## config.mk

```make
export PLATFORM = sky130hd
export DESIGN_NAME = ttc_lite_top
export DESIGN_NICKNAME = d
export VERILOG_FILES = /design/src/ttc_regs_pkg.sv /design/src/ttc_clk_pkg.sv /design/src/ttc_apb_regs.sv /design/src/ttc_count_rst_lite.sv /design/src/ttc_prescaler.sv /design/src/ttc_counter.sv /design/src/ttc_lite_top.sv
export SDC_FILE = /design/constraint.sdc
export NUM_CORES = 1
export LEC_CHECK = 0
export BUFFER_PORTS_ARGS = -buffer_cell sky130_fd_sc_hd__buf_2
export CORE_UTILIZATION = 60
export CTS_BUF_LIST = sky130_fd_sc_hd__clkbuf_8
export CTS_CLUSTER_SIZE = 16
export DETAILED_ROUTE_END_ITERATION = 6
export PLACE_DENSITY = 0.78
export SLEW_MARGIN = 20
export SYNTH_ARGS = -nofsm -noshare
export SYNTH_HDL_FRONTEND = slang
export SYNTH_HIERARCHICAL = 1
export SYNTH_SLANG_ARGS = --single-unit
```

## constraint.sdc

```tcl
create_clock -name pclk27 -period 9.5 [get_ports pclk27]
set_input_delay 1.9 -clock pclk27 [delete_from_list [all_inputs] [get_ports pclk27]]
set_output_delay 1.9 -clock pclk27 [all_outputs]
set_load 0.05 [all_outputs]
```

## src/ttc_regs_pkg.sv

```systemverilog
// ttc register map: bus address width, register offsets and interrupt bit positions
`default_nettype none

package ttc_regs_pkg;

  // ------------------------------------------------
  // bus geometry
  // ------------------------------------------------

  // apb address width, byte addressed
  localparam int ADDR_W = 8;

  // ------------------------------------------------
  // register offsets, one word each
  // ------------------------------------------------

  localparam logic [ADDR_W-1:0] CLK_CTRL_ADDR   = 8'h00;
  localparam logic [ADDR_W-1:0] CNTR_CTRL_ADDR  = 8'h04;
  // read only, free running count
  localparam logic [ADDR_W-1:0] COUNTER_ADDR    = 8'h08;
  localparam logic [ADDR_W-1:0] INTERVAL_ADDR   = 8'h0C;
  // read clears the sticky bits
  localparam logic [ADDR_W-1:0] INT_STATUS_ADDR = 8'h10;
  localparam logic [ADDR_W-1:0] INT_ENABLE_ADDR = 8'h14;

  // ------------------------------------------------
  // interrupt status / enable layout
  // ------------------------------------------------

  // width of status and enable fields
  localparam int INT_W            = 2;
  // counter matched the interval
  localparam int INT_INTERVAL_BIT = 0;
  // counter wrapped past all ones
  localparam int INT_OVERFLOW_BIT = 1;

endpackage : ttc_regs_pkg

`default_nettype wire

```

## src/ttc_clk_pkg.sv

```systemverilog
// ttc clock and counter control field layout shared by the control path blocks
`default_nettype none

package ttc_clk_pkg;

  // ------------------------------------------------
  // clock control register
  // ------------------------------------------------

  // 7 bit register, bits 5 and 6 kept for readback only
  localparam int CLK_CTRL_W = 7;

  // prescaler enable
  localparam int PS_EN_BIT  = 0;
  // prescale value N, divide by 2^(N+1)
  localparam int PS_VAL_LSB = 1;
  localparam int PS_VAL_W   = 4;

  // ------------------------------------------------
  // counter control register
  // ------------------------------------------------

  // 5 bit register, bits 2 and 3 stored only
  localparam int CNTR_CTRL_W = 5;

  // stop counting, value holds
  localparam int CNT_DIS_BIT       = 0;
  // wrap at interval instead of all ones
  localparam int INTERVAL_MODE_BIT = 1;
  // level request, restart on rising edge
  localparam int RESTART_BIT       = 4;

endpackage : ttc_clk_pkg

`default_nettype wire

```

## src/ttc_apb_regs.sv

```systemverilog
// ttc apb slave: address decode, control and interval registers, read mux, interrupt status
`default_nettype none

module ttc_apb_regs #(
  parameter int COUNT_WIDTH = 16
) (
  input  wire logic                             pclk27,
  input  wire logic                             n_p_reset27,
  input  wire logic [ttc_regs_pkg::ADDR_W-1:0]  paddr,
  input  wire logic                             psel,
  input  wire logic                             penable,
  input  wire logic                             pwrite,
  input  wire logic [COUNT_WIDTH-1:0]           pwdata,
  output logic      [COUNT_WIDTH-1:0]           prdata,
  output logic                                  clk_ctrl_reg_sel,
  input  wire logic [ttc_clk_pkg::CLK_CTRL_W-1:0] clk_ctrl_reg_out,
  output logic                                  restart,
  output logic                                  cnt_dis,
  output logic                                  interval_mode,
  output logic      [COUNT_WIDTH-1:0]           interval,
  input  wire logic [COUNT_WIDTH-1:0]           count_value,
  input  wire logic                             interval_event,
  input  wire logic                             overflow_event,
  output logic                                  irq
);

  import ttc_regs_pkg::*;
  import ttc_clk_pkg::*;

  // ------------------------------------------------
  // access strobes
  // ------------------------------------------------

  logic                   wr_en;
  logic                   rd_en;
  logic                   status_rd;
  logic [CNTR_CTRL_W-1:0] cntr_ctrl_q;
  logic [COUNT_WIDTH-1:0] interval_q;
  logic [INT_W-1:0]       int_enable_q;
  logic [INT_W-1:0]       int_status_q;
  logic [INT_W-1:0]       int_events;

  // access phase only, one cycle per transfer
  assign wr_en     = psel & penable & pwrite;
  assign rd_en     = psel & penable & ~pwrite;
  assign status_rd = rd_en & (paddr == INT_STATUS_ADDR);

  // clock control lives in the restart block
  assign clk_ctrl_reg_sel = wr_en & (paddr == CLK_CTRL_ADDR);

  // ------------------------------------------------
  // control, interval and enable registers
  // ------------------------------------------------

  always_ff @(posedge pclk27 or negedge n_p_reset27)
  begin
    if (!n_p_reset27)
    begin
      cntr_ctrl_q  <= '0;
      interval_q   <= '0;
      int_enable_q <= '0;
    end
    else if (wr_en)
    begin
      case (paddr)
        CNTR_CTRL_ADDR:  cntr_ctrl_q  <= pwdata[CNTR_CTRL_W-1:0];
        INTERVAL_ADDR:   interval_q   <= pwdata;
        INT_ENABLE_ADDR: int_enable_q <= pwdata[INT_W-1:0];
        default:         ;
      endcase
    end
  end

  // restart is a level, software drops it again
  assign restart       = cntr_ctrl_q[RESTART_BIT];
  assign cnt_dis       = cntr_ctrl_q[CNT_DIS_BIT];
  assign interval_mode = cntr_ctrl_q[INTERVAL_MODE_BIT];
  assign interval      = interval_q;

  // ------------------------------------------------
  // sticky status and irq
  // ------------------------------------------------

  always_comb
  begin
    int_events                   = '0;
    int_events[INT_INTERVAL_BIT] = interval_event;
    int_events[INT_OVERFLOW_BIT] = overflow_event;
  end

  // read clears, a same-cycle event still lands
  always_ff @(posedge pclk27 or negedge n_p_reset27)
  begin
    if (!n_p_reset27)
    begin
      int_status_q <= '0;
      irq          <= 1'b0;
    end
    else
    begin
      int_status_q <= (status_rd ? '0 : int_status_q) | int_events;
      irq          <= |(int_status_q & int_enable_q);
    end
  end

  // ------------------------------------------------
  // read mux
  // ------------------------------------------------

  always_comb
  begin
    prdata = '0;
    if (rd_en)
    begin
      case (paddr)
        CLK_CTRL_ADDR:   prdata = COUNT_WIDTH'(clk_ctrl_reg_out);
        CNTR_CTRL_ADDR:  prdata = COUNT_WIDTH'(cntr_ctrl_q);
        COUNTER_ADDR:    prdata = count_value;
        INTERVAL_ADDR:   prdata = interval_q;
        INT_STATUS_ADDR: prdata = COUNT_WIDTH'(int_status_q);
        INT_ENABLE_ADDR: prdata = COUNT_WIDTH'(int_enable_q);
        default:         prdata = '0;
      endcase
    end
  end

  // read data must be clean whenever the master samples it
  a_prdata_known: assert property (@(posedge pclk27) disable iff (!n_p_reset27)
    rd_en |-> !$isunknown(prdata));

  // status bits only come from counter events
  a_ivl_status_src: assert property (@(posedge pclk27) disable iff (!n_p_reset27)
    $rose(int_status_q[INT_INTERVAL_BIT]) |-> $past(interval_event));
  a_ovf_status_src: assert property (@(posedge pclk27) disable iff (!n_p_reset27)
    $rose(int_status_q[INT_OVERFLOW_BIT]) |-> $past(overflow_event));

endmodule : ttc_apb_regs

`default_nettype wire

```

## src/ttc_count_rst_lite.sv

```systemverilog
// ttc clock control register and one-cycle counter enable drop on restart
`default_nettype none

module ttc_count_rst_lite #(
  parameter int COUNT_WIDTH = 16
) (
  input  wire logic                                pclk27,
  input  wire logic                                n_p_reset27,
  input  wire logic [COUNT_WIDTH-1:0]              pwdata,
  input  wire logic                                clk_ctrl_reg_sel,
  input  wire logic                                restart,
  output logic                                     count_en_out,
  output logic      [ttc_clk_pkg::CLK_CTRL_W-1:0]  clk_ctrl_reg_out
);

  import ttc_clk_pkg::*;

  // ------------------------------------------------
  // restart edge and enable
  // ------------------------------------------------

  // set on first restart cycle, held until restart drops
  logic restart_seen_q;
  logic count_en_q;

  always_ff @(posedge pclk27 or negedge n_p_reset27)
  begin
    if (!n_p_reset27)
    begin
      restart_seen_q <= 1'b0;
      count_en_q     <= 1'b0;
    end
    else if (restart && !restart_seen_q)
    begin
      // first restart cycle, kill enable once
      restart_seen_q <= 1'b1;
      count_en_q     <= 1'b0;
    end
    else
    begin
      // re-arm only once restart goes low
      restart_seen_q <= restart & restart_seen_q;
      count_en_q     <= 1'b1;
    end
  end

  assign count_en_out = count_en_q;

  // ------------------------------------------------
  // clock control register
  // ------------------------------------------------

  always_ff @(posedge pclk27 or negedge n_p_reset27)
  begin
    if (!n_p_reset27)
      clk_ctrl_reg_out <= '0;
    else if (clk_ctrl_reg_sel)
      clk_ctrl_reg_out <= pwdata[CLK_CTRL_W-1:0];
  end

  // enable drop is a single-cycle pulse, never stretched
  a_en_single_drop: assert property (@(posedge pclk27) disable iff (!n_p_reset27)
    !count_en_q |=> count_en_q);

endmodule : ttc_count_rst_lite

`default_nettype wire

```

## src/ttc_prescaler.sv

```systemverilog
// ttc prescaler: divides pclk27 into count ticks per the clock control register
`default_nettype none

module ttc_prescaler (
  input  wire logic                                pclk27,
  input  wire logic                                n_p_reset27,
  input  wire logic [ttc_clk_pkg::CLK_CTRL_W-1:0]  clk_ctrl_reg_out,
  input  wire logic                                count_en,
  output logic                                     count_tick
);

  import ttc_clk_pkg::*;

  // ------------------------------------------------
  // divider geometry
  // ------------------------------------------------

  // largest division is 2^(2^PS_VAL_W), so 2^PS_VAL_W bits of phase
  localparam int DIV_W = 2 ** PS_VAL_W;

  logic                ps_en;
  logic [PS_VAL_W-1:0] ps_val;
  logic [DIV_W-1:0]    term_val;
  logic                at_term;
  logic [DIV_W-1:0]    div_q;

  assign ps_en  = clk_ctrl_reg_out[PS_EN_BIT];
  assign ps_val = clk_ctrl_reg_out[PS_VAL_LSB +: PS_VAL_W];

  // terminal = 2^(N+1)-1
  // all ones shifted right by (max - N), and ~N is exactly max - N
  assign term_val = {DIV_W{1'b1}} >> (~ps_val);
  // a phase left above a lowered terminal wraps at once
  assign at_term  = (div_q >= term_val);

  // ------------------------------------------------
  // phase counter
  // ------------------------------------------------

  always_ff @(posedge pclk27 or negedge n_p_reset27)
  begin
    if (!n_p_reset27)
      div_q <= '0;
    else if (!count_en || !ps_en)
      // held at zero while disabled or bypassed
      div_q <= '0;
    else if (at_term)
      div_q <= '0;
    else
      div_q <= div_q + 1'b1;
  end

  // ------------------------------------------------
  // tick
  // ------------------------------------------------

  // bypass gives a tick every enabled cycle
  assign count_tick = count_en & (~ps_en | at_term);

  // no ticks leak through the restart drop
  a_no_tick_when_off: assert property (@(posedge pclk27) disable iff (!n_p_reset27)
    !count_en |-> !count_tick);

endmodule : ttc_prescaler

`default_nettype wire

```

## src/ttc_counter.sv

```systemverilog
// ttc up counter with interval or overflow wrap and one-cycle event pulses
`default_nettype none

module ttc_counter #(
  parameter int COUNT_WIDTH = 16
) (
  input  wire logic                   pclk27,
  input  wire logic                   n_p_reset27,
  input  wire logic                   count_en,
  input  wire logic                   count_tick,
  input  wire logic                   cnt_dis,
  input  wire logic                   interval_mode,
  input  wire logic [COUNT_WIDTH-1:0] interval,
  output logic      [COUNT_WIDTH-1:0] count_value,
  output logic                        interval_event,
  output logic                        overflow_event
);

  // ------------------------------------------------
  // wrap detection
  // ------------------------------------------------

  logic [COUNT_WIDTH-1:0] count_q;
  logic                   step;
  logic                   ivl_hit;
  logic                   ovf_hit;

  // stepping needs a tick and no disable
  assign step = count_tick & ~cnt_dis;

  // interval match wins over all ones when interval is max
  assign ivl_hit = interval_mode & (count_q == interval);
  assign ovf_hit = ~ivl_hit & (&count_q);

  // ------------------------------------------------
  // count register and events
  // ------------------------------------------------

  always_ff @(posedge pclk27 or negedge n_p_reset27)
  begin
    if (!n_p_reset27)
    begin
      count_q        <= '0;
      interval_event <= 1'b0;
      overflow_event <= 1'b0;
    end
    else if (!count_en)
    begin
      // restart drop clears the count
      count_q        <= '0;
      interval_event <= 1'b0;
      overflow_event <= 1'b0;
    end
    else
    begin
      // pulses last one cycle
      interval_event <= step & ivl_hit;
      overflow_event <= step & ovf_hit;
      if (step)
      begin
        if (ivl_hit)
          count_q <= '0;
        else
          // natural wrap covers overflow
          count_q <= count_q + 1'b1;
      end
    end
  end

  assign count_value = count_q;

  // ------------------------------------------------
  // checks
  // ------------------------------------------------

  // once at or under the interval, stays there while mode and interval hold
  a_ivl_bound: assert property (@(posedge pclk27) disable iff (!n_p_reset27)
    (interval_mode && count_q <= interval) ##1 (interval_mode && $stable(interval))
    |-> count_q <= interval);

  // an event always comes with the count back at zero
  a_evt_zero: assert property (@(posedge pclk27) disable iff (!n_p_reset27)
    (interval_event || overflow_event) |-> count_q == '0);

endmodule : ttc_counter

`default_nettype wire

```

## src/ttc_lite_top.sv

```systemverilog
// ttc lite top: one counter channel behind an apb register slave
`default_nettype none

module ttc_lite_top #(
  parameter int COUNT_WIDTH = 16
) (
  input  wire logic                            pclk27,
  input  wire logic                            n_p_reset27,
  input  wire logic [ttc_regs_pkg::ADDR_W-1:0] paddr,
  input  wire logic                            psel,
  input  wire logic                            penable,
  input  wire logic                            pwrite,
  input  wire logic [COUNT_WIDTH-1:0]          pwdata,
  output logic      [COUNT_WIDTH-1:0]          prdata,
  output logic                                 irq
);

  // ------------------------------------------------
  // internal nets
  // ------------------------------------------------

  logic                                clk_ctrl_reg_sel;
  logic [ttc_clk_pkg::CLK_CTRL_W-1:0]  clk_ctrl_reg_out;
  logic                                restart;
  logic                                cnt_dis;
  logic                                interval_mode;
  logic [COUNT_WIDTH-1:0]              interval;
  logic                                count_en;
  logic                                count_tick;
  logic [COUNT_WIDTH-1:0]              count_value;
  logic                                interval_event;
  logic                                overflow_event;

  // ------------------------------------------------
  // blocks
  // ------------------------------------------------

  // register slave and irq
  ttc_apb_regs #(.COUNT_WIDTH(COUNT_WIDTH)) u_apb_regs (
    .pclk27, .n_p_reset27, .paddr, .psel, .penable, .pwrite, .pwdata, .prdata,
    .clk_ctrl_reg_sel, .clk_ctrl_reg_out, .restart, .cnt_dis, .interval_mode,
    .interval, .count_value, .interval_event, .overflow_event, .irq
  );

  // clock control and restart pulse
  ttc_count_rst_lite #(.COUNT_WIDTH(COUNT_WIDTH)) u_count_rst (
    .pclk27, .n_p_reset27, .pwdata, .clk_ctrl_reg_sel, .restart,
    .count_en_out(count_en), .clk_ctrl_reg_out
  );

  // tick generation
  ttc_prescaler u_prescaler (
    .pclk27, .n_p_reset27, .clk_ctrl_reg_out, .count_en, .count_tick
  );

  // the count itself
  ttc_counter #(.COUNT_WIDTH(COUNT_WIDTH)) u_counter (
    .pclk27, .n_p_reset27, .count_en, .count_tick, .cnt_dis, .interval_mode,
    .interval, .count_value, .interval_event, .overflow_event
  );

endmodule : ttc_lite_top

`default_nettype wire

```

==> results of run 1 <==
power by group through the flow:
stage | Sequential [µW] | Combinational (µW) | Clock (µW)
final | 345 | 122 | 283
after global placement | 347 | 114 | 0
after floorplan | 339 | 87.7 | 0
after global routing | 348 | 135 | 301
after CTS | 343 | 120 | 289
after detailed placement | 349 | 117 | 0
worst max-delay path, stage by stage:
cell     delay (ns)
buf_2          0.13
nor4_4         0.49
nand3_1        0.47
nor2_1         0.25
buf_2          0.29
routing by layer:
| layer | share of wire | vias to the layer above | wire length [µm] | track usage |
|---|---|---|---|---|
| met5 | 0 | - | 0 | 0 |
| met4 | 0.0094 | 0 | 86 | 0.0788 |
| met3 | 0.058 | 10 | 526 | 0.0524 |
| met2 | 0.47 | 99 | 4310 | 0.424 |
| met1 | 0.46 | 1593 | 4190 | 0.363 |
| li1 | - | 1518 | - | - |
logic make-up (layout without fill, tap and decap cells):
kind of cell / Yosys count / after routing / synth area share
AO/OA/AOI/OAI: 39 / 39 / 0.0666
buffers and inverters: 23 / 69 / 0.0293
AND/OR/NAND/NOR: 158 / 158 / 0.209
multiplexers: 48 / 48 / 0.152
XOR/XNOR: 43 / 43 / 0.0883
adder cells (fa/ha/maj): 17 / 17 / 0.0499
flip-flops: 69 / 69 / 0.405
per-stage QoR:
step / instances / hold WS, ns
2_1_floorplan: 397 / 0.404
3_3_place_gp: 523 / 0.415
3_5_place_dp: 523 / 0.416
4_1_cts: 539 / 0.443
5_1_grt: 539 / 0.459
6_report: 539 / 0.440
worst paths after layout:
| check | cells past startpoint | start | slack [ns] | endpoint |
|---|---|---|---|---|
| max in group asynchronous | 2 | n_p_reset27 | 7.17 | u_counter/count_value[10] |
| setup / recovery | 5 | paddr[7] | 4.07 | prdata[11] |
| setup reg to reg | 12 | u_count_rst/clk_ctrl_reg_out[4] | 5.72 | u_counter/count_value[8] |
| hold / removal | 0 | u_apb_regs/cntr_ctrl_q[4] | 0.44 | u_count_rst/restart_seen_q |
| min in group asynchronous | 2 | n_p_reset27 | 1.76 | u_prescaler/div_q[12] |
| hold reg to reg | 0 | u_apb_regs/cntr_ctrl_q[4] | 0.44 | u_count_rst/restart_seen_q |
registers in the layout (all words and copies together), names as in the netlist:
name and count:
u_apb_regs/int_enable_q 2, u_apb_regs/interval 16, u_prescaler/div_q 16, u_counter/overflow_event 1, u_counter/interval_event 1, u_counter/count_value 16
u_count_rst/clk_ctrl_reg_out 7, u_apb_regs/irq 1, u_apb_regs/int_status_q 2, u_count_rst/count_en_out 1, u_apb_regs/cntr_ctrl_q 5, u_count_rst/restart_seen_q 1
layout make-up:
type / instances / area (µm²)
multi-input combinational: 305 / 2410
fill: 525 / 2070
sequential: 69 / 1730
timing repair buffer: 46 / 233
clock buffer: 9 / 124
tap: 96 / 120
clock inverter: 7 / 114
inverter: 7 / 26.3
Yosys cell counts, types with 5 or more instances:
| cell | n |
|---|---|
| nand3_1 | 20 |
| nor3_1 | 6 |
| mux2_4 | 17 |
| nor4_1 | 10 |
| nand2_1 | 22 |
| mux4_2 | 5 |
| xor2_1 | 30 |
| o21ai_0 | 7 |
| mux2i_1 | 9 |
| nand4_1 | 7 |
| xnor2_1 | 13 |
| nor2_1 | 54 |
| mux2_2 | 17 |
| ha_1 | 17 |
| a21oi_1 | 12 |
| inv_1 | 7 |
| dfrtp_1 | 69 |
| clkbuf_1 | 7 |
==> summary.txt, run 1 <==
Final layout
  • Final Core Density: 0.697
  • Commonest cells after routing, fill and taps aside: 69 x dfrtp_1, 54 x nor2_1, 45 x buf_2
  • # diodes: 0
  • Fraction of layout cells with a size suffix above 1: 0.275
  • Leading cell type in the layout, fill and taps excluded: dfrtp_1
  • # nets final: 484
  • Layout area overhead: 11.5%
  • Fin area: 4760 µm²

STA
  • Post-layout min period: 5.43 ns
  • RSZ-0062 raised after global routing: false
  • Worst-margin pin slew: 0.880 ns
  • Final Hold Fails: 0
  • Worst Slack Setup Final: 4.07 ns
  • Fin Setup TNS: 0 ns
  • Max frequency: 184 MHz
  • Setup-failing EPs final: 0
  • Fin crit share: 0.572
  • Clock skew: 0.00949 ns
  • Final Max Tran Viols: 0
  • Slew headroom: 0.413

Power
  • P_leak: 0.00227 µW
  • Net Sw Power: 211 µW
  • Part of the power in registers: 0.460
  • Worst vdd ir: 96.8 µV
  • Pwr per Cell Area: 158 nW/µm²
  • Switching portion of total power: 0.281
  • Clock power frac: 0.377
  • P_int: 539 µW
  • PnR Total Power: 750 µW
  • Combinational Power Share: 0.162

Routing
  • DRT Wirelength: 9110 µm
  • WL/cell: 16.9 µm
  • Post-DRT Antenna Nets: 0
  • DR iter-0 viols: 171
  • Vias/cell: 5.97
  • Via count: 3220
  • Drt drc: 0
  • DRT Pass-1 Iters: 4

Clocking
  • CTS H-tree lvls: 3
  • CTS tree: yes
  • CTS buffer count: 9
  • Longest Clk Path Bufs: 2
  • Setup bufs post-CTS: 0
  • Clk slew on worst S/H paths: 0.07 ns
  • Hold buffer count at cts: 0
  • Number of gates resized after cts: 0
  • Clock Latency Late Sink: 0.34 ns
  • Root Buffer: clkbuf_8
  • CTS sink count: 69

Floorplan
  • Die Width: 86.3 µm
  • Die area: 7450 µm²
  • I/O pin total: 46
  • Core area: 6830 µm²
  • Core Rows: 30
  • Die Span Y: 86.3 µm
  • Initial core utilization: 0.625

Logic synthesis
  • Post-Syn Nets: 443
  • YS warnings: 6
  • Post-Syn Area per Cell: 10.7 µm²
  • Yosys top cell area share: 0.405
  • Cell area after synthesis: 4270 µm²
  • Top cells by area, synth: dfrtp_1 40%, xor2_1 6.2%, mux2_4 6.0%, ha_1 5.0%, nor2_1 4.8%
  • Distinct cells, synth: 59
  • Post-synthesis instance total: 397
  • Ys async rst share: 1.00
  • Sequential share of the synthesized area: 0.405
  • Area leader, netlist: dfrtp_1
  • Yosys reg bits: 69
  • EDFF count, synth: 0
  • Ys flop type: dfrtp_1

GRT
  • Grt ovf: 0
  • Largest net degree at the start of global routing: 70
  • Global-route wire length before repair: 15200 µm
  • Gr usage total: 0.264
  • Vias in the first global route: 3124
  • Initial antenna violation count: 0

Worst setup path
  • WP data arrival: 3.53 ns
  • Critical path required time: 7.60 ns
  • CP Launch Type: input port
  • Crit end category: output pin
  • CP Max Fanout: 9
  • CP Class: in -> out

Min path
  • Worst hold path type: reg -> reg

Placed design
  • Post-DP Area: 4520 µm²
  • Post-DP HPWL: 6310 µm
  • Setup slack after placement: 4.08 ns
  • IO Port Bufs: 45
  • Gpl congestion: 0.914

Run
  • Max-cap violations: 0

Status
  • Outcome: finished clean
Note: power is estimated with default switching activity, not from simulation.
==> run 2: changes to the inputs <==
- clock period: 9.5 -> 5.1 ns (I/O delays scaled with it)
==> run 2 against run 1 <==
  * Sequential share of layout area fell by 0.076 points
  * Sequential power rose by 86%
  * Design area rose by 0.21%
  * Count of clock-buffer cells in the layout did not move
  * Register-to-register slack got worse by 4.4 ns
  * Cell count did not move
  * Global-route usage rose by 0.48 points
  * Worst hold slack improved by 0.0085 ns
  * Flip-flop and latch count did not move
  * Non-clock buffer count did not move
  * Critical path type is now reg -> reg
  * Largest cell class unchanged
  * Largest power group unchanged
==> summary.txt, run 2 (synthesized netlist as in run 1, its figures left out) <==
Status
  • Outcome: finished clean

Placed design
  • Post-DP Area: 4520 µm² (unchanged)
  • Gpl congestion: 0.874 (-4.4%)
  • IO Port Bufs: 45 (unchanged)
  • Post-DP HPWL: 6410 µm (+1.5%)
  • Placed cells: 523 (unchanged)

Min path
  • Worst hold path type: reg -> reg
  • Worst hold path stage count: 0 (unchanged)
  • Hold Path Sink: u_count_rst/restart_seen_q
  • Hold Startpoint: u_apb_regs/cntr_ctrl_q[4]

Final layout
  • Non-Filler Instances: 539 (unchanged)
  • Fillers: 534 (+1.7%)
  • # nets final: 484 (unchanged)
  • Leading cell type in the layout, fill and taps excluded: dfrtp_1
  • Final Core Density: 0.698 (+0.00146)
  • Fraction of layout cells with a size suffix above 1: 0.275 (unchanged)
  • # diodes: 0 (unchanged)
  • Commonest cells after routing, fill and taps aside: 69 x dfrtp_1, 54 x nor2_1, 45 x buf_2
  • Area of the multi-input gates: 2410 µm² (unchanged)
  • Layout area overhead: 11.8%
  • Register area: 1730 µm² (unchanged)
  • Fin area: 4770 µm² (+0.21%)

STA
  • Max frequency: 266 MHz
  • Slew headroom: 0.370 (-0.0430)
  • RSZ-0062 raised after global routing: false
  • Worst-margin pin slew: 0.941 ns (+0.0611 ns)
  • Clock skew: 0.0100 ns (+0.000516 ns)
  • Final Hold Fails: 0 (unchanged)
  • Fin Setup TNS: 0 ns (unchanged)
  • Fin crit share: 0.737
  • Setup-failing EPs final: 0 (unchanged)
  • Final Max Tran Viols: 0 (unchanged)
  • Post-layout min period: 3.76 ns

Worst setup path
  • Delay-heaviest family, CP: simple AND/OR/NAND/NOR gates
  • Internal reg-to-reg setup slack: 1.34 ns (-4.38 ns)
  • Critical path required time: 5.32 ns (-2.28 ns)
  • CP Class: reg -> reg
  • Buffers & Inverters on Critical Path: 0 (-2)
  • Slowest stage delay, CP: 0.63 ns (+0.14 ns)
  • CP Launch Type: register
  • Cell Chain, Critical Path: o211ai_1 > ha_1 > nand4_1 > nor4_1 > nand2_1 > and4b_1 > a21boi_1 > nand2b_1 > a2111oi_2 > nand3_1 > xor2_1 > nor2_1
  • FF-to-FF path depth: 12 (unchanged)
  • CP Max Fanout: 16 (+7)
  • Reg-to-Reg End: u_counter/count_value[8]
  • CP max-delay cell: dfrtp_1
  • WP data arrival: 3.98 ns (+0.45 ns)
  • Crit end category: register
  • Worst flop-to-flop path startpoint: u_count_rst/clk_ctrl_reg_out[3]

Clocking
  • Setup bufs post-CTS: 0 (unchanged)
  • CTS sink count: 69 (unchanged)
  • Clock Latency Late Sink: 0.35 ns (about the same)
  • Hold buffer count at cts: 0 (unchanged)
  • Number of gates resized after cts: 0 (unchanged)
  • Root Buffer: clkbuf_8
  • CTS tree: yes
  • Clk slew on worst S/H paths: 0.08 ns (about the same)
  • Longest Clk Path Bufs: 2 (unchanged)
  • CTS buffer count: 9 (unchanged)
  • CTS H-tree lvls: 3 (unchanged)

GRT
  • Largest net degree at the start of global routing: 70 (unchanged)
  • Global-route wire length before repair: 15400 µm (+1.1%)
  • Vias in the first global route: 3157 (+1.1%)
  • Gr usage total: 0.269 (+0.00480)
  • Grt ovf: 0 (unchanged)
  • Initial antenna violation count: 0 (unchanged)

Routing
  • Uppermost layer routed: met4
  • Drt drc: 0 (unchanged)
  • DRT Wirelength: 8970 µm (-1.5%)
  • Vias/cell: 5.94 (-0.62%)
  • Post-DRT Antenna Nets: 0 (unchanged)
  • DR iter-0 viols: 160 (-6.4%)
  • Via count: 3200 (-0.62%)
  • Post-Route M1 WL: 3970 µm (-5.3%)
  • DRT Pass-1 Iters: 5 (+1)
  • Metal2 WL: 4410 µm (+2.5%)
  • Metal3 WL: 437 µm (-17%)
  • WL/cell: 16.6 µm (-1.5%)

Power
  • Pwr per Cell Area: 295 nW/µm² (+87%)
  • Clock power frac: 0.386 (+0.009)
  • Combinational Power Share: 0.159 (-0.003)
  • Worst vdd ir: 174 µV (+80%)
  • Part of the power in registers: 0.455 (-0.005)
  • P_int: 1010 µW (+87%)
  • P_leak: 0.00227 µW (-0.15%)
  • Switching portion of total power: 0.284 (+0.00246)
  • Net Sw Power: 399 µW (+89%)

Floorplan
  • Die area: 7450 µm² (unchanged)
  • Die Span Y: 86.3 µm (unchanged)
  • Initial core utilization: 0.625 (unchanged)
  • I/O pin total: 46 (unchanged)
  • Core area: 6830 µm² (unchanged)
  • Die Width: 86.3 µm (unchanged)
  • Core Rows: 30 (unchanged)

Run
  • Max-cap violations: 0 (unchanged)
==> run 2: final cells by class <==
class | count | share of cell area
Tap cell | 96 | 0.0252
Clock inverter | 7 | 0.0260
Sequential cell | 69 | 0.362
Timing Repair Buffer | 46 | 0.0488
Multi-Input combinational cell | 305 | 0.506
Inverter | 7 | 0.00551
Clock buffer | 9 | 0.0260
==> run 2: how the worst max path moves through the flow <==
stage | start | endpoint | slack, ns | depth (start not counted)
finish | u_count_rst/clk_ctrl_reg_out[3] | u_counter/count_value[8] | 1.34 | 12
global route | u_count_rst/clk_ctrl_reg_out[3] | u_counter/count_value[10] | 1.02 | 12
CTS | u_count_rst/clk_ctrl_reg_out[3] | u_counter/count_value[8] | 1.39 | 12
detailed placement | u_count_rst/clk_ctrl_reg_out[4] | u_counter/count_value[8] | 1.41 | 12
global placement | paddr[7] | prdata[11] | 1.51 | 5
floorplan | paddr[4] | prdata[5] | 1.10 | 4
==> run 2: metrics by stage <==
stage / setup WS, ns / hold WS (ns) / total power (µW)
after global placement: 1.51 / 0.422 / 863
after floorplan: 1.10 / 0.404 / 796
after detailed placement: 1.41 / 0.431 / 869
after CTS: 1.39 / 0.446 / 1420
final: 1.34 / 0.448 / 1410
after global routing: 1.02 / 0.472 / 1480
==> run 2: power groups by stage <==
stage | sequential [µW] | clock, µW | combinational [µW]
finish | 640 | 543 | 223
global route | 647 | 579 | 256
CTS | 640 | 554 | 222
detailed placement | 650 | 0 | 219
global placement | 647 | 0 | 215
floorplan | 632 | 0 | 163
==> run 2: per-layer routing <==
layer / up-vias / global-route usage
met5: - / 0
met4: 0 / 0.0955
met3: 14 / 0.0552
met2: 89 / 0.429
met1: 1578 / 0.365
li1: 1519 / -
==> run 3: changes to the inputs <==
- clock period: 5.1 -> 3.6 ns (I/O delays scaled with it)
==> run 3 against run 2 <==
  * Core utilization down 0.073 points
  * Fmax increased by 11%
  * Power increased by 33%
  * Critical endpoint unchanged
  * Clock skew decreased by 0.0019 ns
  * Die area stayed put
  * Critical path depth unchanged
  * Flip-flop and latch count unchanged
  * Largest cell class unchanged
==> summary.txt, run 3 (synthesized netlist as in run 1, its figures left out) <==
Run
  • Max-cap violations: 0 (unchanged)

Final layout
  • Commonest cells after routing, fill and taps aside: 66 x dfrtp_1, 54 x nor2_1, 45 x buf_2
  • Layout area overhead: 11.6%
  • # nets final: 489 (+1.0%)
  • Non-Filler Instances: 544 (+0.93%)
  • Fraction of layout cells with a size suffix above 1: 0.288 (+0.0126)
  • Leading cell type in the layout, fill and taps excluded: dfrtp_1
  • # diodes: 0 (unchanged)

STA
  • Final Hold Fails: 0 (unchanged)
  • Max frequency: 294 MHz (+11%)
  • Fin Setup TNS: 0 ns (unchanged)
  • Post-layout min period: 3.40 ns (-0.361 ns)
  • Final Max Tran Viols: 0 (unchanged)
  • Slew headroom: 0.427 (+0.0564)
  • Setup-failing EPs final: 0 (unchanged)
  • Worst-margin pin slew: 0.860 ns (-0.0811 ns)
  • Clock skew: 0.00814 ns (-0.00187 ns)
  • Fin crit share: 0.944 (+0.207)
  • Worst Slack Setup Final: 0.203 ns (-1.14 ns)
  • RSZ-0062 raised after global routing: true

Worst setup path
  • Crit end category: register
  • CP Max Fanout: 10 (-6)
  • Critical path depth: 12 (unchanged)
  • FF-to-FF path depth: 12 (unchanged)
  • Reg-to-Reg End: u_counter/count_value[8]
  • Worst flop-to-flop path startpoint: u_count_rst/clk_ctrl_reg_out[1]
  • WP data arrival: 3.64 ns (-0.34 ns)
  • Slowest stage delay, CP: 0.59 ns (-0.04 ns)
  • Cell Chain, Critical Path: o211ai_1 > ha_1 > nand4_1 > nor4_1 > nand2_1 > and4b_1 > a21boi_1 > nand2b_1 > a2111oi_2 > nand3_1 > xor2_1 > nor2_1
  • CP Launch Type: register
  • Buffers & Inverters on Critical Path: 0 (unchanged)
  • Critical path required time: 3.84 ns (-1.48 ns)
  • CP max-delay cell: a2111oi_2
  • Internal reg-to-reg setup slack: 0.20 ns (-1.14 ns)
  • CP Class: reg -> reg
  • Delay-heaviest family, CP: simple AND/OR/NAND/NOR gates

Min path
  • Hold Path Sink: u_count_rst/restart_seen_q
  • Worst hold path stage count: 0 (unchanged)
  • Worst hold path type: reg -> reg
  • Hold Startpoint: u_apb_regs/cntr_ctrl_q[4]

GRT
  • Global-route wire length before repair: 15000 µm (-2.4%)
  • Largest net degree at the start of global routing: 70 (unchanged)
  • Gr usage total: 0.263 (-0.00545)
  • Initial antenna violation count: 0 (unchanged)
  • Vias in the first global route: 3084 (-2.3%)
  • Grt ovf: 0 (unchanged)

Routing
  • Post-DRT Antenna Nets: 0 (unchanged)
  • Vias/cell: 5.89 (-0.76%)
  • DR iter-0 viols: 161 (+0.63%)
  • Via count: 3205 (+0.16%)
  • DRT Pass-1 Iters: 4 (-1)
  • DRT Wirelength: 9130 µm (+1.7%)
  • Drt drc: 0 (unchanged)
  • WL/cell: 16.8 µm (+0.78%)

Floorplan
  • Die Width: 86.3 µm (unchanged)
  • Die area: 7450 µm² (unchanged)
  • Initial core utilization: 0.625 (unchanged)
  • Die Span Y: 86.3 µm (unchanged)
  • Core area: 6830 µm² (unchanged)
  • I/O pin total: 46 (unchanged)
  • Core Rows: 30 (unchanged)

Power
  • Worst vdd ir: 235 µV (+35%)
  • P_leak: 0.00226 µW (-0.24%)
  • Pwr per Cell Area: 393 nW/µm² (+33%)

Placed design
  • Post-DP HPWL: 6570 µm (+2.5%)
  • Setup slack after placement: 0.172 ns (-1.24 ns)
  • Gpl congestion: 0.889 (+1.8%)
  • Placed cells: 528 (+0.96%)
  • IO Port Bufs: 45 (unchanged)

Clocking
  • CTS H-tree lvls: 3 (unchanged)
  • CTS tree: yes
  • Setup bufs post-CTS: 0 (unchanged)
  • Clock Latency Late Sink: 0.35 ns (about the same)
  • CTS buffer count: 9 (unchanged)
  • Hold buffer count at cts: 0 (unchanged)
  • Clk slew on worst S/H paths: 0.08 ns (about the same)
  • Number of gates resized after cts: 0 (unchanged)
  • CTS sink count: 69 (unchanged)
  • Root Buffer: clkbuf_8
  • Longest Clk Path Bufs: 2 (unchanged)

Status
  • Outcome: finished clean
==> run 3: changes by cell type in the layout (fill, tap and decap cells not counted) <==
cell        change
dfrtp_1         -3
clkinv_4        -3
bufinv_16       -2
buf_4           +5
dfrtp_2         +3
inv_1           +1
clkinvlp_4      +3
clkbuf_8        +1
==> run 3: through the flow <==
stage | utilization | hold WS [ns] | cell area (µm²) | total power (µW)
after CTS | 0.697 | 0.446 | 4760 | 1880
after floorplan | - | 0.404 | 4270 | 1130
after global placement | 0.667 | 0.418 | 4560 | 1230
after detailed placement | 0.667 | 0.417 | 4560 | 1240
final | 0.697 | 0.443 | 4760 | 1870
after global routing | 0.697 | 0.460 | 4760 | 1960
==> run 3: final cells by class <==
cell class / count / area [µm²]
timing repair buffer: 51 / 270
clock buffer: 10 / 138
inverter: 7 / 26.3
fill: 538 / 2070
tap: 96 / 120
sequential: 69 / 1730
clock inverter: 6 / 63.8
multi-input combinational: 305 / 2410
==> run 3: power breakdown <==
| part | internal, µW | total (µW) | switching [µW] |
|---|---|---|---|
| logic | 143 | 326 | 183 |
| registers | 823 | 912 | 88.6 |
| clock network | 336 | 634 | 298 |
==> run 3: layer usage <==
metal / GRT usage / share of wire
met5: 0 / 0
met4: 0.0924 / 0.022
met2: 0.418 / 0.48
met3: 0.0543 / 0.051
met1: 0.360 / 0.45
==> run 3: how the worst max path moves through the flow <==
| stage | from | endpoint | slack [ns] |
|---|---|---|---|
| after floorplan | paddr[4] | prdata[5] | 0.20 |
| after global placement | u_count_rst/clk_ctrl_reg_out[4] | u_counter/count_value[8] | 0.36 |
| after detailed placement | u_count_rst/clk_ctrl_reg_out[3] | u_counter/count_value[8] | 0.17 |
| after CTS | u_count_rst/clk_ctrl_reg_out[3] | u_counter/count_value[8] | 0.14 |
| after global routing | u_count_rst/clk_ctrl_reg_out[1] | u_counter/count_value[8] | -0.04 |
| final | u_count_rst/clk_ctrl_reg_out[1] | u_counter/count_value[8] | 0.20 |
